--- config.mk ---
export PLATFORM = sky130hd
export DESIGN_NAME = icache_arrays
export DESIGN_NICKNAME = d
export VERILOG_FILES = /design/src/hw/icache_pkg.sv /design/src/hw/icache_arrays.sv
export SDC_FILE = /design/constraint.sdc
export NUM_CORES = 2
export LEC_CHECK = 0
export BUFFER_PORTS_ARGS = -buffer_cell sky130_fd_sc_hd__buf_4
export CORE_MARGIN = 4
export CORE_UTILIZATION = 39
export DETAILED_ROUTE_END_ITERATION = 7
export SLEW_MARGIN = 15
export SYNTH_ARGS = -nofsm -noshare
export SYNTH_HDL_FRONTEND = slang
export SYNTH_MEMORY_MAX_BITS = 65536
export SYNTH_SLANG_ARGS = --single-unit
export TNS_END_PERCENT = 100
--- constraint.sdc ---
create_clock -name clk_i -period 1.86 [get_ports clk_i]
set_input_delay 0 -clock clk_i [delete_from_list [all_inputs] [get_ports clk_i]]
set_output_delay 0 -clock clk_i [all_outputs]
set_load 0.02 [all_outputs]
--- src/hw/icache_pkg.sv ---
////////////////////////////////////////////////////////////
// shared geometry, types and command structs of the icache
// byte addresses, low two bits ignored on fetch
// line fills arrive whole, in a single return beat
////////////////////////////////////////////////////////////

package icache_pkg;

  //////////////////////////////////////////////////////////
  // geometry
  //////////////////////////////////////////////////////////
  localparam int NUM_WAYS = 2;
  localparam int NUM_SETS = 16;
  localparam int ADDR_W   = 32;
  localparam int FETCH_W  = 32;
  localparam int LINE_W   = 128;
  localparam int OFFSET_W = 4;
  localparam int INDEX_W  = 4;
  localparam int TAG_W    = ADDR_W - INDEX_W - OFFSET_W;
  localparam int WAY_W    = 1;

  // victim lfsr, seed must be non-zero
  localparam int          LFSR_W    = 8;
  localparam logic [7:0]  LFSR_SEED = 8'hA5;

  typedef logic [ADDR_W-1:0]   addr_t;
  typedef logic [TAG_W-1:0]    tag_t;
  typedef logic [INDEX_W-1:0]  index_t;
  typedef logic [LINE_W-1:0]   line_t;
  typedef logic [WAY_W-1:0]    way_t;
  typedef logic [NUM_WAYS-1:0] way_mask_t;

  typedef enum logic [1:0] {FLUSH, IDLE, READ, MISS} state_e;

  typedef enum logic {RTRN_IFILL, RTRN_INV} rtrn_type_e;

  // line fill request, addr is line aligned
  typedef struct packed {
    addr_t addr;
    way_t  way;
  } fill_req_t;

  // refill port return beat
  typedef struct packed {
    rtrn_type_e rtype;
    line_t      data;
    index_t     inv_idx;
    way_t       inv_way;
    logic       inv_all;
  } rtrn_t;

  // controller -> arrays and selector
  typedef struct packed {
    logic      rd_en;
    logic      wr_en;
    logic      clr_en;
    index_t    index;
    way_mask_t clr_mask;
    way_t      wr_way;
    tag_t      tag;
  } array_cmd_t;

  // controller -> selector
  typedef struct packed {
    tag_t                tag;
    logic [OFFSET_W-3:0] word_off;
    logic                cmp_en;
  } lookup_t;

endpackage

--- src/hw/icache_arrays.sv ---
////////////////////////////////////////////////////////////
// icache tag, valid and line storage
// registered read of a whole set, outputs hold until next read
// write and clear are never issued together
////////////////////////////////////////////////////////////

`timescale 1ns/100ps

module icache_arrays import icache_pkg::*; (
  input  logic                     clk_i,
  input  logic                     rst_ni,
  input  array_cmd_t               arr_cmd_i,
  input  line_t                    fill_line_i,
  output tag_t  [NUM_WAYS-1:0]     rd_tags_o,
  output way_mask_t                rd_valid_o,
  output line_t [NUM_WAYS-1:0]     rd_lines_o
);

  // storage, one entry per set and way
  tag_t      tag_mem  [NUM_SETS][NUM_WAYS];
  line_t     line_mem [NUM_SETS][NUM_WAYS];
  way_mask_t valid_q  [NUM_SETS];

  tag_t  [NUM_WAYS-1:0] rd_tags_q;
  line_t [NUM_WAYS-1:0] rd_lines_q;
  way_mask_t            rd_valid_q;

  ////////////////////////////////////////////////////////////
  // tag and line memories
  ////////////////////////////////////////////////////////////
  always_ff @(posedge clk_i) begin : p_mem_wr
    // fill writes a single way
    if (arr_cmd_i.wr_en) begin
      tag_mem[arr_cmd_i.index][arr_cmd_i.wr_way]  <= arr_cmd_i.tag;
      line_mem[arr_cmd_i.index][arr_cmd_i.wr_way] <= fill_line_i;
    end
  end

  always_ff @(posedge clk_i) begin : p_mem_rd
    if (arr_cmd_i.rd_en) begin
      for (int w = 0; w < NUM_WAYS; w++) begin
        rd_tags_q[w]  <= tag_mem[arr_cmd_i.index][w];
        rd_lines_q[w] <= line_mem[arr_cmd_i.index][w];
      end
    end
  end

  ////////////////////////////////////////////////////////////
  // valid bits
  ////////////////////////////////////////////////////////////
  always_ff @(posedge clk_i or negedge rst_ni) begin : p_valid
    if (!rst_ni) begin
      for (int s = 0; s < NUM_SETS; s++) begin
        valid_q[s] <= '0;
      end
      rd_valid_q <= '0;
    end else begin
      // clear by mask, from flush or inval
      if (arr_cmd_i.clr_en) begin
        valid_q[arr_cmd_i.index] <= valid_q[arr_cmd_i.index] & ~arr_cmd_i.clr_mask;
      end else if (arr_cmd_i.wr_en) begin
        valid_q[arr_cmd_i.index][arr_cmd_i.wr_way] <= 1'b1;
      end
      // read sees the bits before this edge's update
      if (arr_cmd_i.rd_en) begin
        rd_valid_q <= valid_q[arr_cmd_i.index];
      end
    end
  end

  assign rd_tags_o  = rd_tags_q;
  assign rd_valid_o = rd_valid_q;
  assign rd_lines_o = rd_lines_q;

  ////////////////////////////////////////////////////////////
  // assertions
  ////////////////////////////////////////////////////////////
  // fills and invals share the return port
  a_no_wr_clr: assert property (
    @(posedge clk_i) disable iff (!rst_ni) arr_cmd_i.wr_en |-> !arr_cmd_i.clr_en)
    else $error("icache arrays: write and clear in the same cycle");

endmodule

Yosys cells after proc, flatten, opt, wreduce, memory -nomap -nowiden
Memory sizes are Yosys's and may differ from the RTL's. A register that Yosys moved wholly into a read port is not among the register bits.
Index checks and enable logic that the tools add are counted.
{ "op_classes": {"mux": 19, "reduce_logical": 4, "eq_ne": 0, "addsub": 0, "shift": 0, "n_div": 0, "n_lt_le_gt_ge": 6, "multipliers": 0, "bitwise_logic": 5} }
{ "op_table": {"columns": ["operator", "n"], "rows": [
  ["2-to-1 mux 256 bit", 1],
  ["demux 128 bit (select 1 bit)", 1],
  ["2-to-1 mux 128 bit", 1],
  ["2-to-1 mux 32 bit", 2],
  ["2-to-1 mux 48 bit", 1],
  ["bitwise mux 32 bit", 1],
  ["OR 32 bit", 1],
  ["demux 24 bit (select 1 bit)", 1],
  ["2-to-1 mux 24 bit", 1],
  ["demux 2 bit (select 4 bit)", 2],
  ["binary-select mux 2 bit (select 4 bit)", 1],
  ["2-to-1 mux 2 bit", 4],
  [">= comparator 5 bit, second input constant", 1],
  ["< comparator 5 x 1 -> 1 bit, second input constant", 1],
  ["NOT 4 -> 5 bit", 1],
  ["logical AND 1 bit", 3],
  ["bitwise AND 2 bit", 1],
  [">= comparator 2 bit, second input constant", 1],
  ["< comparator 1 x 2 -> 1 bit, second input constant", 1],
  ["< comparator 2 x 1 -> 1 bit, second input constant", 1],
  ["2-to-1 mux 1 bit", 2],
  ["NOT 1 -> 2 bit", 1],
  ["NOT 2 bit", 1],
  ["nonzero test 2 bit", 1],
  ["2 further kinds", 2]
]} }
{ "word_totals": {"inputBits": 164, "latch_bits": 0, "mem_bits_rw": 4864, "mem_bits_ro": 0, "reg_bits": 34, "mem_count": 2} }
{ "mem_list": {"columns": ["memory", "words", "width", "rd", "rd_ports_with_merged_regs", "write_ports", "line", "source"], "rows": [
  ["line_mem", 16, 256, 1, 1, 1, "icache_arrays.sv:21", "line_t line_mem [NUM_SETS][NUM_WAYS];"],
  ["tag_mem", 16, 48, 1, 1, 1, "icache_arrays.sv:20", "tag_t tag_mem [NUM_SETS][NUM_WAYS];"]
]} }

Depth between registers and ports, before layout
{ "depth": {"depth_word": 9, "ltp_mapped": 9, "mapped_depth_nobuf": 4} }

Worst setup path after synthesis
Ideal clock, no wire load.
{ "synth_path": {"path_kind": "input -> register", "startpoint": "input port arr_cmd_i[29] (netlist bit)", "endpoint": "memory line_mem[15][0] (netlist bit) (enable)", "slack_ns": -6.403, "setup_ns": 0.666, "required_time_ns": 1.194, "arrival_time_ns": 7.596, "stages": 6, "n_path_buf": 4, "cell_sequence": "clkbuf_1 clkbuf_1 clkbuf_1 buf_1 nand4_1 nor2_1"} }
{ "synth_lines": {"columns": ["element", "line", "source"], "rows": [
  ["start, declared", "icache_arrays.sv:12", "input array_cmd_t arr_cmd_i,"],
  ["end, declared", "icache_arrays.sv:21", null]
]} }
No word-level cell before the write port.

Worst setup path in the final report
{ "layout_path": {"startpoint": "register valid_q[3] (netlist bit)", "endpoint": "register valid_q[19] (netlist bit)"} }
{ "layout_via": {"elab_chain_len": 6} }
{ "layout_lines": {"columns": ["element", "line", "source"], "rows": [
  ["start, declared", "icache_arrays.sv:22", "way_mask_t valid_q [NUM_SETS];"],
  ["start signal, assigned by index", "icache_arrays.sv:60", "valid_q[arr_cmd_i.index] <= valid_q[arr_cmd_i.index] & ~arr_cmd_i.clr_mask;"],
  ["binary-select mux 2 bit (select 4 bit)", "icache_arrays.sv:60", null],
  ["2-to-1 mux 2 bit (implied by the code) (2 in series)", "icache_arrays.sv:60", null],
  ["bitwise AND 2 bit", "icache_arrays.sv:60", null],
  ["bitwise mux 32 bit", "icache_arrays.sv:60", null],
  ["2-to-1 mux 32 bit", "icache_arrays.sv:59", "if (arr_cmd_i.clr_en) begin"]
]} }
No other way between the ends. The select of a mux whose other input is x is not followed.
A chain may end at the register's enable or synchronous reset.

==> results_dict.tcl <==
set metrics [dict create \
    vdd_drop_max_v 0.000953 \
    p_int_mw 199 \
    grt_usage 0.205 \
    routed_via_density 5.57 \
    worstPathRequired_ns 2.77 \
    drtIter0Drc 10881 \
    nNetsFinal 9469 \
    die-height_um 712 \
    top_level_ports 470 \
    final_cell_mix "edfxtp_1 (5168), mux4_2 (1521), buf_4 (931)" \
    place_inst 14911 \
    clkPwrFrac 0.420 \
    fin_cells 16236 \
    syn_area_um2 193000 \
    finalPower_mw 253 \
    crit_family "multiplexers" \
    clkSlewWorstSetupHoldPaths_ns 0.06 \
    cts_tree "yes" \
    numClockSinks 5202 \
    setup_viol 31 \
    worst_pin_slew_ns 1.15 \
    relSlewSlack 0.228 \
    dpl.hpwl_mm 330 \
    synth.net_count 7446 \
    drv_slew 0 \
    grt_antenna_before_repair 60 \
    critPathKind "reg2reg" \
    gp_congestion 0.792 \
    drc_errors 0 \
    violations "setup timing" \
    yosys.area.top_type "edfxtp_1" \
    yosysUniqueCellTypes 28 \
    min_period_ns 1.93 \
    crit_chain "mux2_4 > mux4_2 > a32oi_4 > clkbuf_16 > a21oi_2" \
    cap_viol_max_count 0 \
    cp_max_fo 8 \
    crit_slowest_cell "mux4_2" \
    core_area_um2 494000 \
    synth_top_area_share 0.804 \
    areaGrowthSynthToFinish_pct 23.5 \
    outcome "finished with violations" \
    grt_pass1_vias 94295 \
    critPathLaunchType "flip-flop" \
    fin_skew_ns 0.0441 \
    drtAntennaViolNets 0 \
    rsz0062_at_grt "yes" \
    start_util 0.391 \
    post_drt_wl_per_cell_um 32.3 \
    critPathBufInv 1 \
    grt_max_degree 48 \
    synthCells 7282 \
    final_area_um2 238000 \
    netSwitchingPower_mw 54.6 \
    num_rows 258 \
    layout-drive-gt1-share 0.395 \
    fin_crit_sh 1.04 \
    grt-ovfl-total 0 \
    ys_seq_area_frac 0.808 \
    setup_ws_ns -0.0684 \
    layout_commonest_cell "edfxtp_1" \
    r2r_slack_ns -0.07 \
    cts_root_buf "clkbuf_16" \
    cts_buffers 549 \
    ys_ff_latch 5202 \
    grt_pass1_wl_mm 740 \
    crit_path_end_kind "flip-flop" \
    hold_class "in2reg" \
    syn_avg_cell_area_um2 26.5 \
    wirelength_mm 525 \
    fmax_ghz 0.519 \
    p_seq_frac 0.523 \
    worstPathArrival_ns 2.84 \
    die_w_um 712 \
    htreeDepth 6 \
    fin_util 0.483 \
    yosysWarnings 0 \
    crit_path_max_incr_delay_ns 0.54 \
    dr.pass1.iters 5 \
    dieArea_um2 506000 \
    p_leak_nw 76.5 \
    swShare 0.216 \
    synth_area_leaders "edfxtp_1 (80%), mux4_2 (18%), dfrtp_1 (0.44%)" \
    power_density_nw_per_um2 1060 \
    postPlaceCellArea_um2 217000 \
    port_buffers 469 \
    clockBufferDepth 4 \
    combPwrFrac 0.057 \
    clk_latency_ns 1.07 \
    vias 90495 \
    hold_viol 0 \
]
-- registers in the layout, summed over array words and instances (netlist names) --
signal      count
line_mem     4096
rd_lines_o    256
rd_tags_o      48
rd_valid_o      2
tag_mem       768
valid_q        32
-- area by class of cell --
type                    instances  area [um2]
repair buffers               1831       20900
flip-flops and latches       5202      156000
well taps                    6500        8130
clock inverters               307        3110
fillers                     38912      255000
multi-input cells            1721       35800
clock buffers                 663       14300
diodes                         12        30.0
-- worst paths after layout --
check / from / to / cells past startpoint
setup reg to reg: valid_q[3] / valid_q[19] / 5
hold / removal: fill_line_i[79] / line_mem[1][207] / 2
setup / recovery: valid_q[3] / valid_q[19] / 5
hold reg to reg: valid_q[9] / valid_q[9] / 2
min in group asynchronous: rst_ni / valid_q[29] / 4
max in group asynchronous: rst_ni / rd_valid_o[0] / 4
-- cells in the mapped netlist (all sizes together) --
cell / count
nand2b: 7
nor3: 6
mux2: 4
nand4b: 1
a32oi: 1
mux4: 1521
and3: 8
a21oi: 48
a31oi: 18
mux2i: 12
clkbuf: 203
nor2: 48
nand3: 8
dfrtp: 34
nor4: 1
nand4: 1
edfxtp: 5168
a22oi: 6
nand2: 13
buf: 156
and2: 9
nand3b: 2
nor2b: 7
-- kinds of logic (layout without fill, tap and decap cells) --
logic type,Yosys count,count (layout),synth area share
DFF,5202,5202,0.808
and+or+nand+nor,111,111,0.00274
other,0,12,0
buffers and inverters,359,2801,0.00810
muxes,1537,1537,0.178
AOI/OAI and AO/OA,73,73,0.00240
-- power groups by stage --
| stage | combinational, mW | sequential (mW) | clock [mW] |
|---|---|---|---|
| after global placement | 13.4 | 135 | 0 |
| after floorplan | 6.24 | 135 | 0 |
| after CTS | 14.6 | 133 | 108 |
| final | 14.4 | 132 | 106 |
| after global routing | 15.2 | 133 | 114 |
| after detailed placement | 13.7 | 135 | 0 |
-- layer usage --
metal,wire [um],GRT usage,part of all wire
met1,215000,0.286,0.41
met4,11200,0.0449,0.021
met5,171,0,0.00033
met3,37100,0.0346,0.071
met2,262000,0.341,0.50
-- worst reg2reg max path, delay by kind of cell (launching register included) --
kind | cells | cell delay [ns]
flops | 1 | 0.38
mux | 2 | 0.81
compound gates | 2 | 0.38
buf+inv | 1 | 0.24
-- repair_timing --
| action | 4_1_cts | 5_1_grt |
|---|---|---|
| pin swaps | 1 | 8 |
| cloned | 1 | 0 |
| endpoints found under the setup margin | 101 | 75 |
| hold buffers | 341 | 0 |
| setup buffers | 0 | 2 |
| resized for setup | 98 | 14 |
| hold endpoints to repair | 7625 | 0 |
-- through the flow --
step | hold WS (ns) | setup TNS [ns] | setup slack, ns
6_report | 0.103 | -1.01 | -0.0684
5_1_grt | 0.0510 | -2.18 | -0.170
4_1_cts | 0.00504 | -4.59 | -0.208
3_5_place_dp | -0.0208 | -1396.98 | -0.651
3_3_place_gp | -0.0290 | -1414.31 | -0.662
2_1_floorplan | -0.296 | -8582.41 | -1.83
(Power assumes the default switching activity.)
