===== src/hw/icache_pkg.sv =====
////////////////////////////////////////////////////////////
// shared geometry, types and command structs of the icache
// byte addresses, low two bits ignored on fetch
// line fills arrive whole, in a single return beat
////////////////////////////////////////////////////////////

package icache_pkg;

  //////////////////////////////////////////////////////////
  // geometry
  //////////////////////////////////////////////////////////
  localparam int NUM_WAYS = 2;
  localparam int NUM_SETS = 16;
  localparam int ADDR_W   = 32;
  localparam int FETCH_W  = 32;
  localparam int LINE_W   = 128;
  localparam int OFFSET_W = 4;
  localparam int INDEX_W  = 4;
  localparam int TAG_W    = ADDR_W - INDEX_W - OFFSET_W;
  localparam int WAY_W    = 1;

  // victim lfsr, seed must be non-zero
  localparam int          LFSR_W    = 8;
  localparam logic [7:0]  LFSR_SEED = 8'hA5;

  typedef logic [ADDR_W-1:0]   addr_t;
  typedef logic [TAG_W-1:0]    tag_t;
  typedef logic [INDEX_W-1:0]  index_t;
  typedef logic [LINE_W-1:0]   line_t;
  typedef logic [WAY_W-1:0]    way_t;
  typedef logic [NUM_WAYS-1:0] way_mask_t;

  typedef enum logic [1:0] {FLUSH, IDLE, READ, MISS} state_e;

  typedef enum logic {RTRN_IFILL, RTRN_INV} rtrn_type_e;

  // line fill request, addr is line aligned
  typedef struct packed {
    addr_t addr;
    way_t  way;
  } fill_req_t;

  // refill port return beat
  typedef struct packed {
    rtrn_type_e rtype;
    line_t      data;
    index_t     inv_idx;
    way_t       inv_way;
    logic       inv_all;
  } rtrn_t;

  // controller -> arrays and selector
  typedef struct packed {
    logic      rd_en;
    logic      wr_en;
    logic      clr_en;
    index_t    index;
    way_mask_t clr_mask;
    way_t      wr_way;
    tag_t      tag;
  } array_cmd_t;

  // controller -> selector
  typedef struct packed {
    tag_t                tag;
    logic [OFFSET_W-3:0] word_off;
    logic                cmp_en;
  } lookup_t;

endpackage


===== src/hw/icache_ctrl.sv =====
////////////////////////////////////////////////////////////
// icache request controller
// one fetch in flight, one outstanding line fill at most
// invals must not arrive while a fill is outstanding
////////////////////////////////////////////////////////////

`timescale 1ns/100ps

module icache_ctrl import icache_pkg::*; (
  input  logic       clk_i,
  input  logic       rst_ni,
  input  logic       flush_i,
  input  logic       fetch_req_i,
  input  addr_t      fetch_addr_i,
  output logic       fetch_ready_o,
  output logic       fetch_valid_o,
  output logic       busy_o,
  output logic       mem_req_o,
  output fill_req_t  mem_req_data_o,
  input  logic       mem_ack_i,
  input  logic       mem_rtrn_vld_i,
  input  rtrn_t      mem_rtrn_i,
  input  logic       hit_i,
  input  way_t       repl_way_i,
  output array_cmd_t arr_cmd_o,
  output lookup_t    lookup_o
);

  state_e state_d, state_q;
  logic   flush_d, flush_q;
  index_t flush_cnt_d, flush_cnt_q;
  // set while the fill request waits for its ack
  logic   req_pend_d, req_pend_q;
  // an inval hit the arrays last cycle
  logic   inv_q;
  logic   inv_en;
  addr_t  addr_d, addr_q;
  way_t   fill_way_d, fill_way_q;
  tag_t   tag_q;
  index_t idx_q;

  assign tag_q  = addr_q[ADDR_W-1 -: TAG_W];
  assign idx_q  = addr_q[OFFSET_W +: INDEX_W];
  assign busy_o = (state_q != IDLE);

  // invals share the return port with fills
  assign inv_en = mem_rtrn_vld_i && (mem_rtrn_i.rtype == RTRN_INV);

  // compare only on a read not disturbed by an inval
  assign lookup_o.tag      = tag_q;
  assign lookup_o.word_off = addr_q[OFFSET_W-1:2];
  assign lookup_o.cmp_en   = (state_q == READ) && !inv_q && !inv_en;

  // way comes straight from the selector in the request cycle
  assign mem_req_data_o.addr = {tag_q, idx_q, {OFFSET_W{1'b0}}};
  assign mem_req_data_o.way  = (state_q == READ) ? repl_way_i : fill_way_q;

  ////////////////////////////////////////////////////////////
  // fsm
  ////////////////////////////////////////////////////////////
  always_comb begin : p_fsm
    state_d       = state_q;
    flush_d       = flush_q | flush_i;
    flush_cnt_d   = flush_cnt_q;
    req_pend_d    = req_pend_q & ~mem_ack_i;
    addr_d        = addr_q;
    fill_way_d    = fill_way_q;
    fetch_ready_o = 1'b0;
    fetch_valid_o = 1'b0;
    mem_req_o     = req_pend_q;

    arr_cmd_o          = '0;
    arr_cmd_o.index    = idx_q;
    arr_cmd_o.tag      = tag_q;
    arr_cmd_o.wr_way   = fill_way_q;

    // inval clears by mask, flush overrides it below
    if (inv_en) begin
      arr_cmd_o.clr_en = 1'b1;
      arr_cmd_o.index  = mem_rtrn_i.inv_idx;
      if (mem_rtrn_i.inv_all) begin
        arr_cmd_o.clr_mask = '1;
      end else begin
        arr_cmd_o.clr_mask = way_mask_t'(1) << mem_rtrn_i.inv_way;
      end
    end

    unique case (state_q)
      // clear one set per cycle
      FLUSH: begin
        arr_cmd_o.clr_en   = 1'b1;
        arr_cmd_o.index    = flush_cnt_q;
        arr_cmd_o.clr_mask = '1;
        flush_cnt_d        = flush_cnt_q + 1'b1;
        if (flush_cnt_q == index_t'(NUM_SETS-1)) begin
          state_d = IDLE;
          flush_d = 1'b0;
        end
      end
      IDLE: begin
        if (flush_d) begin
          state_d = FLUSH;
        end else begin
          fetch_ready_o = !mem_rtrn_vld_i;
        end
      end
      READ: begin
        if (inv_en) begin
          // hold, the clear owns the index this cycle
          state_d = READ;
        end else if (inv_q) begin
          // valid bits may be stale, read again
          arr_cmd_o.rd_en = 1'b1;
        end else if (hit_i) begin
          fetch_valid_o = 1'b1;
          state_d       = IDLE;
          // next hit may follow directly
          fetch_ready_o = !flush_d && !mem_rtrn_vld_i;
        end else begin
          mem_req_o  = 1'b1;
          fill_way_d = repl_way_i;
          req_pend_d = !mem_ack_i;
          state_d    = MISS;
        end
      end
      MISS: begin
        // return word and write line in the same edge
        if (mem_rtrn_vld_i && (mem_rtrn_i.rtype == RTRN_IFILL)) begin
          fetch_valid_o   = 1'b1;
          arr_cmd_o.wr_en = 1'b1;
          state_d         = IDLE;
        end
      end
      default: begin
        state_d = FLUSH;
      end
    endcase

    // accept a new fetch, read the whole set
    if (fetch_ready_o && fetch_req_i) begin
      addr_d          = fetch_addr_i;
      arr_cmd_o.rd_en = 1'b1;
      arr_cmd_o.index = fetch_addr_i[OFFSET_W +: INDEX_W];
      state_d         = READ;
    end
  end

  always_ff @(posedge clk_i or negedge rst_ni) begin : p_regs
    if (!rst_ni) begin
      state_q     <= FLUSH;
      flush_q     <= 1'b0;
      flush_cnt_q <= '0;
      req_pend_q  <= 1'b0;
      inv_q       <= 1'b0;
    end else begin
      state_q     <= state_d;
      flush_q     <= flush_d;
      flush_cnt_q <= flush_cnt_d;
      req_pend_q  <= req_pend_d;
      inv_q       <= inv_en;
    end
  end

  // request payload
  always_ff @(posedge clk_i) begin : p_payload
    addr_q     <= addr_d;
    fill_way_q <= fill_way_d;
  end

  ////////////////////////////////////////////////////////////
  // assertions
  ////////////////////////////////////////////////////////////
  a_legal_state: assert property (
    @(posedge clk_i) disable iff (!rst_ni) state_q inside {FLUSH, IDLE, READ, MISS})
    else $error("icache ctrl: illegal state");

endmodule


===== config.mk =====
export PLATFORM = sky130hd
export DESIGN_NAME = icache_ctrl
export DESIGN_NICKNAME = d
export VERILOG_FILES = /design/src/hw/icache_pkg.sv /design/src/hw/icache_ctrl.sv
export SDC_FILE = /design/constraint.sdc
export NUM_CORES = 1
export LEC_CHECK = 0
export ABC_CLOCK_PERIOD_IN_PS = 5150
export BUFFER_PORTS_ARGS = -buffer_cell sky130_fd_sc_hd__buf_4
export CAP_MARGIN = 20
export CORE_AREA = 8 8 99 101
export DETAILED_ROUTE_END_ITERATION = 8
export DIE_AREA = 0 0 107 109
export PLACE_DENSITY = 0.66
export SETUP_SLACK_MARGIN = 0.1
export SYNTH_ARGS = -nofsm -noshare
export SYNTH_HDL_FRONTEND = slang
export SYNTH_SLANG_ARGS = --single-unit

===== constraint.sdc =====
create_clock -name clk_i -period 5.15 [get_ports clk_i]
set_clock_uncertainty 0.1 [all_clocks]
set_input_delay 0.515 -clock clk_i [delete_from_list [all_inputs] [get_ports clk_i]]
set_output_delay 0.515 -clock clk_i [all_outputs]
set_load 0.02 [all_outputs]

; Yosys cells after proc, flatten, opt, wreduce, memory -nomap -nowiden
; Index checks and enable logic that the tools add are counted.
[op_classes]
add_sub_neg = 1
n_mul = 0
n_div = 0
n_lt_le_gt_ge = 0
n_eq_ne = 9
shifts = 1
mux = 38
bitwise_logic = 7
reduce_logical = 14
[ops]
columns = operator, n
row1 = two-way mux 1 bit, 24
row2 = two-way mux 2 bit, 8
row3 = two-way mux 7 bit, 2
row4 = "!= test 3 bit, second input constant", 3
row5 = case mux 2 bit (4 select lines), 1
row6 = AND reduction 4 bit, 2
row7 = logical AND 1 bit, 6
row8 = logical NOT 1 bit, 5
row9 = inverter 1 bit, 5
row10 = "adder 4 x 1 -> 4 bit, second input constant", 1
row11 = "== test 2 bit, second input constant", 2
row12 = "== test 4 bit, second input constant", 1
row13 = two-way mux 4 bit, 1
row14 = "!= test 4 x 3 -> 1 bit, second input constant", 1
row15 = case mux 1 bit (2 select lines), 2
row16 = "== test 2 x 1 -> 1 bit, second input constant", 1
row17 = logical NOT 2 bit, 1
row18 = "!= test 2 x 1 -> 1 bit, second input constant", 1
row19 = "left shift 1 x 1 -> 2 bit, first input constant", 1
row20 = bitwise AND 1 bit, 1
row21 = OR 1 bit, 1
[word_totals]
register_bits = 42
latchBits = 0
ram_bits = 0
rom_bits = 0
word_cells = 77
n_memories = 0

; Logic depth before layout (Yosys ltp)
; Gate-level depths: netlist of run 1.
[logic_depth]
depth_word = 10
ltp_mapped = 6

; Worst setup path before layout of run 1
; No wires, ideal clock.
[synth_path]
path_kind = register -> output
from = register state_q[0]
to = output port arr_cmd_o[27] (netlist bit)
t_arrival_ns = 2.621
required_time_ns = 4.535
path_slack_ns = 1.914
path_stages_with_launch = 7
n_path_buf = 0
path_cell_list = dfrtp_1 inv_1 ha_1 a21bo_1 o31a_1 nor3_4 mux2_2
[synth_lines]
columns = item, line_no
row1 = from (decl), icache_ctrl.sv:29  ; state_e state_d, state_q;
row2 = from (signal assigned), icache_ctrl.sv:156  ; state_q <= state_d;
row3 = to (decl), icache_ctrl.sv:25  ; output array_cmd_t arr_cmd_o,

==> flow_results.xml, run 1 <==
<?xml version="1.0" encoding="UTF-8"?>
<metrics>
  <group name="outcome">
    <metric name="outcome" unit="">finished, final reports clean</metric>
  </group>
  <group name="synthesis">
    <metric name="synth_edf_count" unit="">31</metric>
    <metric name="mappedNetlistArea" unit="µm²">2040</metric>
    <metric name="most_instantiated_flip_flop_cell_in_the_synthesis_netlist" unit="">edfxtp_1</metric>
    <metric name="post_synth_main_area_contributors" unit="">edfxtp_1 (46%), buf_4 (20%), dfrtp_1 (11%)</metric>
    <metric name="synth_top_cell_by_area" unit="">edfxtp_1</metric>
    <metric name="yosysSeqAreaShare" unit="%">56.7</metric>
    <metric name="synth_commonest_cells" unit="">buf_4 (53), edfxtp_1 (31), dfrtp_1 (9)</metric>
    <metric name="synthesis.area_per_instance" unit="µm²">12.6</metric>
    <metric name="synth_warnings" unit="">0</metric>
    <metric name="postSynthRegisterBits" unit="">40</metric>
    <metric name="synth_top_cell_area_share" unit="%">45.7</metric>
    <metric name="synthDistinctLibCells" unit="">30</metric>
    <metric name="post-synth-top-count-cell" unit="">buf_4</metric>
    <metric name="asyncSetResetFlopFracSynth" unit="%">22.5</metric>
    <metric name="gate_count_after_technology_mapping" unit="">162</metric>
  </group>
  <group name="power_and_ir_drop">
    <metric name="power.internal" unit="µW">666</metric>
    <metric name="swShare" unit="%">30.7</metric>
    <metric name="pwr-share-comb" unit="%">31.9</metric>
    <metric name="worst_ir_drop_vdd" unit="mV">0.169</metric>
    <metric name="netSwitchingPower" unit="µW">295</metric>
    <metric name="power_frac_clock" unit="%">26.3</metric>
    <metric name="seqPwrFrac" unit="%">41.8</metric>
    <metric name="power.density_cell_area" unit="nW/µm²">327</metric>
    <metric name="p_leak" unit="nW">1.36</metric>
  </group>
  <group name="grt">
    <metric name="grt_antenna_before_repair" unit="">0</metric>
    <metric name="grt_usage" unit="%">8.32</metric>
    <metric name="grt_most_used_layer" unit="">met2</metric>
    <metric name="globalRouteMet1Util" unit="%">7.96</metric>
    <metric name="globalRoute.totalOverflow" unit="">0</metric>
    <metric name="gr-usage-met3" unit="%">4.85</metric>
    <metric name="globalRouteMet2Util" unit="%">14.9</metric>
    <metric name="first_global_vias" unit="">1571</metric>
    <metric name="largest_net_degree_at_the_start_of_global_routing" unit="">21</metric>
    <metric name="global_route_wire_length_before_repair" unit="µm">7670</metric>
  </group>
  <group name="critical_path">
    <metric name="maximum_fanout_along_the_worst_path" unit="">20</metric>
    <metric name="setup.worst_path.start_class" unit="">flip-flop</metric>
    <metric name="sort_of_element_at_the_end_of_the_critical_path" unit="">primary output</metric>
    <metric name="timing.setup.critical_path_class" unit="">flip-flop to primary output</metric>
    <metric name="crit_arrival" unit="ns">3.11</metric>
    <metric name="critPathRequiredTime" unit="ns">4.53</metric>
  </group>
  <group name="clock_tree">
    <metric name="clk_pin_slew_worst_paths" unit="ns">0.08</metric>
    <metric name="tritoncts" unit="">done</metric>
    <metric name="clockRootBuffer" unit="">clkbuf_8</metric>
    <metric name="cts_h_tree_lvls" unit="">2</metric>
    <metric name="clock-sinks" unit="">40</metric>
    <metric name="cts-buffers-inserted" unit="">5</metric>
    <metric name="postCtsSetupBuffers" unit="">0</metric>
    <metric name="cts-resized-gates" unit="">0</metric>
    <metric name="worstSkewPairLatency" unit="ns">0.28</metric>
    <metric name="clock_path_buffers" unit="">2</metric>
    <metric name="cts-hold-fix-buffers" unit="">1</metric>
  </group>
  <group name="die">
    <metric name="initial_core_util" unit="%">24.3</metric>
    <metric name="die_width" unit="µm">107</metric>
    <metric name="die-height" unit="µm">109</metric>
    <metric name="coreArea" unit="µm²">8380</metric>
    <metric name="die-area" unit="µm²">11700</metric>
    <metric name="io-pin-count" unit="">273</metric>
    <metric name="placement_rows" unit="">34</metric>
  </group>
  <group name="routing">
    <metric name="remaining_drc_errors" unit="">0</metric>
    <metric name="wl_per_cell" unit="µm">14.5</metric>
    <metric name="final_antenna_net_count" unit="">0</metric>
    <metric name="vias_per_cell" unit="">4.01</metric>
    <metric name="initialDrtViolationCount" unit="">53</metric>
    <metric name="route.vias.total" unit="">1468</metric>
    <metric name="finalWirelength" unit="µm">5320</metric>
    <metric name="drtPass1Iterations" unit="">4</metric>
  </group>
  <group name="timing">
    <metric name="hold_viol" unit="">0</metric>
    <metric name="max_slew.worst_pin.slew" unit="ns">0.942</metric>
    <metric name="fin_crit_sh" unit="%">72.3</metric>
    <metric name="clock.fmax" unit="MHz">268</metric>
    <metric name="final.min_clock_period" unit="ns">3.72</metric>
    <metric name="setup_viol" unit="">0</metric>
    <metric name="timing.final.max_slew_violations" unit="">0</metric>
    <metric name="max_slew_margin" unit="%">37.0</metric>
    <metric name="rsz_0062_raised_after_global_routing" unit="">false</metric>
    <metric name="fin_worst_hold_slack" unit="ns">0.283</metric>
    <metric name="setup_total_negative_slack" unit="ns">0</metric>
  </group>
  <group name="place">
    <metric name="gp_routability_congestion" unit="">0.690</metric>
    <metric name="io_buffers" unit="">138</metric>
    <metric name="dp.final_hpwl" unit="µm">4420</metric>
  </group>
  <group name="worst_hold_path">
    <metric name="timing.hold.worst.class" unit="">primary input to flip-flop</metric>
  </group>
  <group name="finish">
    <metric name="final_core_util" unit="%">35.1</metric>
    <metric name="final_layout_size_suffix_gt1_share" unit="%">60.1</metric>
    <metric name="num_antenna_cells" unit="">0</metric>
    <metric name="synthToLayoutAreaGrowth" unit="%">44.4</metric>
    <metric name="final_net_count" unit="">437</metric>
  </group>
  <group name="job">
    <metric name="max_cap_violations" unit="">0</metric>
  </group>
</metrics>
per-layer routing:
metal  share of wire [%]  up-vias
met4                0.71        0
met5                   0        -
met2                  50       90
met3                  14        4
met1                  35      683
li1                    -      691
state kept, by name, summed over array words and instances (netlist names):
name         cells
state_q          2
req_pend_q       1
addr_q          30
fill_way_q       1
flush_q          1
flush_cnt_q      4
inv_q            1
critical path, cell delays in order (launching register included):
cell	delay, ns
dfrtp_1	0.41
inv_1	0.11
ha_1	0.26
a21bo_1	0.27
o31a_1	0.29
nor3_4	0.77
buf_4	0.40
nand2b_1	0.15
buf_4	0.15
power by group through the flow:
stage	clock (mW)	sequential, mW	combinational (mW)
after global placement	0	0.408	0.304
after global routing	0.281	0.407	0.340
after CTS	0.266	0.402	0.310
after floorplan	0	0.404	0.199
after detailed placement	0	0.409	0.309
final	0.253	0.402	0.306
metrics by stage:
stage                     power, mW  std cells  worst slack, ns  instance area, µm²
final                         0.961        366             1.43                2940
after global routing           1.03        366             1.13                2940
after CTS                     0.979        366             1.34                2940
after detailed placement      0.718        357             1.69                2820
after global placement        0.712        357             1.71                2820
after floorplan               0.603        165             1.91                2050
cells in the final DEF (no fill, tap or decap), types with 3 or more instances in the layout:
cell type,netlist,layout
dfrtp_1,9,9
nor2_1,4,4
o21ai_0,5,5
nand3_1,4,4
ha_1,5,5
nand2b_1,3,3
nand2_1,7,7
buf_4,53,139
edfxtp_1,31,31
mux2i_1,4,4
conb_1,1,4
a21oi_1,3,3
clkbuf_8,0,5
mux2_2,6,6
inv_1,6,6
final timing paths:
| kind | end | slack (ns) | start | cells after the start |
|---|---|---|---|---|
| min in group asynchronous | flush_cnt_q[0]$_DFFE_PN0P_ | 0.51 | rst_ni | 2 |
| min | req_pend_q$_DFF_PN0_ | 0.28 | mem_ack_i | 2 |
| max reg2reg | addr_q[26]$_DFFE_PP_ | 2.22 | state_q[0]$_DFFE_PN0P_ | 6 |
| max | arr_cmd_o[33] | 1.43 | state_q[0]$_DFFE_PN0P_ | 8 |
| max in group asynchronous | state_q[1]$_DFFE_PN0P_ | 4.30 | rst_ni | 2 |
| min reg2reg | flush_cnt_q[0]$_DFFE_PN0P_ | 0.43 | flush_cnt_q[0]$_DFFE_PN0P_ | 1 |
logic make-up (layout without fill, tap and decap cells):
group,count (synthesis),count (layout),share of synthesized area [%]
buffers and inverters,61,154,21.0
other,1,4,0.184
DFF,40,40,56.7
xor gates and xnor gates,3,3,1.29
muxes,10,10,5.28
AOI/OAI and AO/OA,17,17,5.77
and+or+nand+nor,25,25,6.69
adders and majority gates,5,5,3.07
layout make-up:
cell class                      instances  area (µm²)
Multi-Input combinational cell         64         465
Sequential cell                        40        1160
Clock buffer                            5        68.8
Inverter                                6        22.5
Tap cell                              108         135
Timing Repair Buffer                  140        1050
Clock inverter                          3        42.5
Fill cell                             827        5440
Note: power is estimated with default switching activity, not from simulation.
==> run 2, diff against run 1 <==
--- a/config.mk
+++ b/config.mk
@@ -5,13 +5,14 @@
 export SDC_FILE = /design/constraint.sdc
 export NUM_CORES = 1
 export LEC_CHECK = 0
-export ABC_CLOCK_PERIOD_IN_PS = 5150
+export ABC_AREA = 1
+export ABC_CLOCK_PERIOD_IN_PS = 3500
 export BUFFER_PORTS_ARGS = -buffer_cell sky130_fd_sc_hd__buf_4
 export CAP_MARGIN = 20
 export CORE_AREA = 8 8 99 101
 export DETAILED_ROUTE_END_ITERATION = 8
 export DIE_AREA = 0 0 107 109
-export PLACE_DENSITY = 0.66
+export PLACE_DENSITY = 0.67
 export SETUP_SLACK_MARGIN = 0.1
 export SYNTH_ARGS = -nofsm -noshare
 export SYNTH_HDL_FRONTEND = slang
==> constraint.sdc (replaced) <==
create_clock -name clk_i -period 3.5 [get_ports clk_i]
set_clock_uncertainty 0.1 [all_clocks]
set_input_delay 0.35 -clock clk_i [delete_from_list [all_inputs] [get_ports clk_i]]
set_output_delay 0.35 -clock clk_i [all_outputs]
set_load 0.02 [all_outputs]
==> flow_results.xml, run 2 <==
<?xml version="1.0" encoding="UTF-8"?>
<metrics>
  <group name="grt">
    <metric name="largest_net_degree_at_the_start_of_global_routing" unit="">17</metric>
    <metric name="globalRoute.totalOverflow" unit="">0</metric>
    <metric name="global_route_wire_length_before_repair" unit="µm">8300</metric>
    <metric name="first_global_vias" unit="">1657</metric>
    <metric name="grt_usage" unit="%">8.95</metric>
    <metric name="grt_antenna_before_repair" unit="">0</metric>
  </group>
  <group name="synthesis">
    <metric name="postSynthRegisterBits" unit="">40</metric>
    <metric name="synthDistinctLibCells" unit="">23</metric>
    <metric name="synth_commonest_cells" unit="">buf_4 (53), nand2_1 (40), edfxtp_1 (31)</metric>
    <metric name="gate_count_after_technology_mapping" unit="">203</metric>
    <metric name="synth_top_cell_area_share" unit="%">43.8</metric>
    <metric name="synthesis.area_per_instance" unit="µm²">10.5</metric>
    <metric name="synth_warnings" unit="">0</metric>
    <metric name="synth_edf_count" unit="">31</metric>
    <metric name="post_synth_main_area_contributors" unit="">edfxtp_1 (44%), buf_4 (19%), dfrtp_1 (11%)</metric>
    <metric name="yosysSeqAreaShare" unit="%">54.4</metric>
    <metric name="post-synth-top-count-cell" unit="">buf_4</metric>
    <metric name="asyncSetResetFlopFracSynth" unit="%">22.5</metric>
    <metric name="mappedNetlistArea" unit="µm²">2120</metric>
    <metric name="most_instantiated_flip_flop_cell_in_the_synthesis_netlist" unit="">edfxtp_1</metric>
    <metric name="synth_top_cell_by_area" unit="">edfxtp_1</metric>
  </group>
  <group name="finish">
    <metric name="final_net_count" unit="">477</metric>
    <metric name="number_of_flip_flops_under_the_largest_register_name" unit="">30</metric>
    <metric name="largest_register" unit="">addr_q</metric>
    <metric name="synthToLayoutAreaGrowth" unit="%">41.8</metric>
    <metric name="final_layout_size_suffix_gt1_share" unit="%">51.0</metric>
    <metric name="layout.filler_cells" unit="">814</metric>
    <metric name="layout.cells.most_common" unit="">buf_4</metric>
    <metric name="biggestRegsByFlops" unit="">addr_q (30), flush_cnt_q (4), state_q (2)</metric>
    <metric name="num_antenna_cells" unit="">0</metric>
    <metric name="final_cell_mix" unit="">buf_4 (138), nand2_1 (40), edfxtp_1 (31)</metric>
  </group>
  <group name="worst_hold_path">
    <metric name="timing.hold.worst.class" unit="">primary input to flip-flop</metric>
    <metric name="hold_start" unit="">mem_ack_i</metric>
  </group>
  <group name="place">
    <metric name="dp.final_hpwl" unit="µm">4800</metric>
    <metric name="io_buffers" unit="">138</metric>
    <metric name="gp_routability_congestion" unit="">0.786</metric>
    <metric name="dp_slack" unit="ns">0.931</metric>
  </group>
  <group name="routing">
    <metric name="route.vias.total" unit="">1634</metric>
    <metric name="initialDrtViolationCount" unit="">73</metric>
    <metric name="drtPass1Iterations" unit="">4</metric>
    <metric name="vias_per_cell" unit="">4.02</metric>
    <metric name="wl_per_cell" unit="µm">14.0</metric>
    <metric name="finalWirelength" unit="µm">5670</metric>
    <metric name="remaining_drc_errors" unit="">0</metric>
    <metric name="final_antenna_net_count" unit="">0</metric>
  </group>
  <group name="timing">
    <metric name="hold_viol" unit="">0</metric>
    <metric name="setup_total_negative_slack" unit="ns">0</metric>
    <metric name="post-route-worst-setup-slack" unit="ns">0.955</metric>
    <metric name="timing.final.max_slew_violations" unit="">0</metric>
    <metric name="max_slew.worst_pin.slew" unit="ns">0.646</metric>
    <metric name="clock.fmax" unit="MHz">393</metric>
    <metric name="rsz_0062_raised_after_global_routing" unit="">false</metric>
    <metric name="setup_viol" unit="">0</metric>
    <metric name="max_slew_margin" unit="%">56.9</metric>
    <metric name="fin_crit_sh" unit="%">72.7</metric>
    <metric name="fin_worst_hold_slack" unit="ns">0.104</metric>
    <metric name="final.min_clock_period" unit="ns">2.54</metric>
  </group>
  <group name="outcome">
    <metric name="outcome" unit="">finished, final reports clean</metric>
  </group>
  <group name="power_and_ir_drop">
    <metric name="power_frac_clock" unit="%">25.8</metric>
    <metric name="swShare" unit="%">32.6</metric>
    <metric name="power.density_cell_area" unit="nW/µm²">470</metric>
    <metric name="pwr-share-comb" unit="%">32.8</metric>
    <metric name="power.internal" unit="µW">953</metric>
    <metric name="p_leak" unit="nW">1.46</metric>
    <metric name="seqPwrFrac" unit="%">41.4</metric>
    <metric name="worst_ir_drop_vdd" unit="mV">0.236</metric>
    <metric name="netSwitchingPower" unit="µW">462</metric>
  </group>
  <group name="critical_path">
    <metric name="setup.worst_path.start_class" unit="">flip-flop</metric>
    <metric name="critical_path.startpoint" unit="">state_q[0]$_DFFE_PN0P_</metric>
    <metric name="timing.setup.critical_path_class" unit="">flip-flop to flip-flop</metric>
    <metric name="critPathRequiredTime" unit="ns">3.39</metric>
    <metric name="sort_of_element_at_the_end_of_the_critical_path" unit="">flip-flop</metric>
    <metric name="r2r_start" unit="">state_q[0]$_DFFE_PN0P_</metric>
    <metric name="maximum_fanout_along_the_worst_path" unit="">16</metric>
    <metric name="crit_arrival" unit="ns">2.44</metric>
    <metric name="r2r_setup_slack" unit="ns">0.96</metric>
  </group>
  <group name="clock_tree">
    <metric name="worstSkewPairLatency" unit="ns">0.28</metric>
    <metric name="cts-buffers-inserted" unit="">5</metric>
    <metric name="postCtsSetupBuffers" unit="">0</metric>
    <metric name="clk_pin_slew_worst_paths" unit="ns">0.08</metric>
    <metric name="cts-resized-gates" unit="">0</metric>
    <metric name="tritoncts" unit="">done</metric>
    <metric name="clockRootBuffer" unit="">clkbuf_8</metric>
    <metric name="clock_path_buffers" unit="">2</metric>
    <metric name="clock-sinks" unit="">40</metric>
    <metric name="cts_h_tree_lvls" unit="">2</metric>
    <metric name="cts-hold-fix-buffers" unit="">1</metric>
  </group>
  <group name="die">
    <metric name="io-pin-count" unit="">273</metric>
    <metric name="coreArea" unit="µm²">8380</metric>
    <metric name="placement_rows" unit="">34</metric>
    <metric name="initial_core_util" unit="%">25.3</metric>
    <metric name="die-height" unit="µm">109</metric>
    <metric name="die-area" unit="µm²">11700</metric>
    <metric name="die_width" unit="µm">107</metric>
  </group>
  <group name="job">
    <metric name="max_cap_violations" unit="">0</metric>
  </group>
</metrics>
## run 2: changes by cell type after synthesis, moves of 3 or more
cell | previous run | this run
nand2_1 | 7 | 40
mux2_2 | 6 | 0
a31oi_1 | 0 | 3
nand2b_1 | 3 | 0
buf_6 | 0 | 3
inv_1 | 6 | 18
nor2_1 | 4 | 9
nand4_1 | 1 | 6
mux2i_1 | 4 | 0
nor2_2 | 0 | 3
## run 2: logic make-up (layout without fill, tap and decap cells)
logic type      count (synthesis)  in the layout  synth area share, %
buf+inv                        75            167                 23.7
simple gates                   66             66                 14.0
flops                          40             40                 54.4
compound gates                 13             13                 3.54
fa+ha+maj                       5              5                 2.95
xor+xnor                        3              3                 1.24
other cells                     1              4                0.177
## run 2: area by class of cell
| cell class | instances | area [µm²] | area share (%) |
|---|---|---|---|
| Sequential cell | 40 | 1160 | 38.4 |
| Timing Repair Buffer | 140 | 1070 | 35.4 |
| Multi-Input combinational cell | 91 | 475 | 15.8 |
| Tap cell | 108 | 135 | 4.49 |
| Clock buffer | 6 | 72.6 | 2.41 |
| Inverter | 19 | 71.3 | 2.37 |
| Clock inverter | 2 | 35.0 | 1.16 |
## run 2: per-stage QoR
stage / cells / utilization, % / instance area, µm² / power (mW)
5_1_grt: 406 / 35.9 / 3010 / 1.51
3_5_place_dp: 397 / 34.5 / 2890 / 1.06
6_report: 406 / 35.9 / 3010 / 1.42
4_1_cts: 406 / 35.9 / 3010 / 1.44
2_1_floorplan: 206 / - / 2130 / 0.899
3_3_place_gp: 397 / 34.5 / 2890 / 1.05
## run 2: path summary, 6_finish.rpt
| path | depth (start not counted) | endpoint |
|---|---|---|
| worst max-delay path | 8 | addr_q[17]$_DFFE_PP_ |
| worst min-delay path | 2 | req_pend_q$_DFF_PN0_ |
| worst max register to register | 8 | addr_q[17]$_DFFE_PP_ |
| worst min register to register | 2 | req_pend_q$_DFF_PN0_ |
| max in group asynchronous | 2 | inv_q$_DFF_PN0_ |
| min in group asynchronous | 2 | req_pend_q$_DFF_PN0_ |
## run 2: critical path: stages, from the launching register on
cell and delay [ns]:
dfrtp_1 0.42, inv_1 0.09, ha_1 0.30, inv_1 0.04, nor2_1 0.07, and2_1 0.31, nand3_4 0.16, inv_1 0.51
buf_12 0.24
## run 2: power groups by stage
stage	logic [mW]	clock network (mW)	registers, mW
after global routing	0.519	0.404	0.591
final	0.464	0.365	0.586
after CTS	0.471	0.385	0.585
after detailed placement	0.469	0	0.595
after floorplan	0.310	0	0.588
after global placement	0.458	0	0.593
## run 2: layer usage
metal	routed length [µm]	GRT usage, %	part of all wire, %	vias up
li1	-	-	-	786
met1	2190	9.72	39	740
met2	2760	16.0	49	104
met3	697	3.61	12	4
met4	26	2.01	0.46	0
met5	0	0	0	-
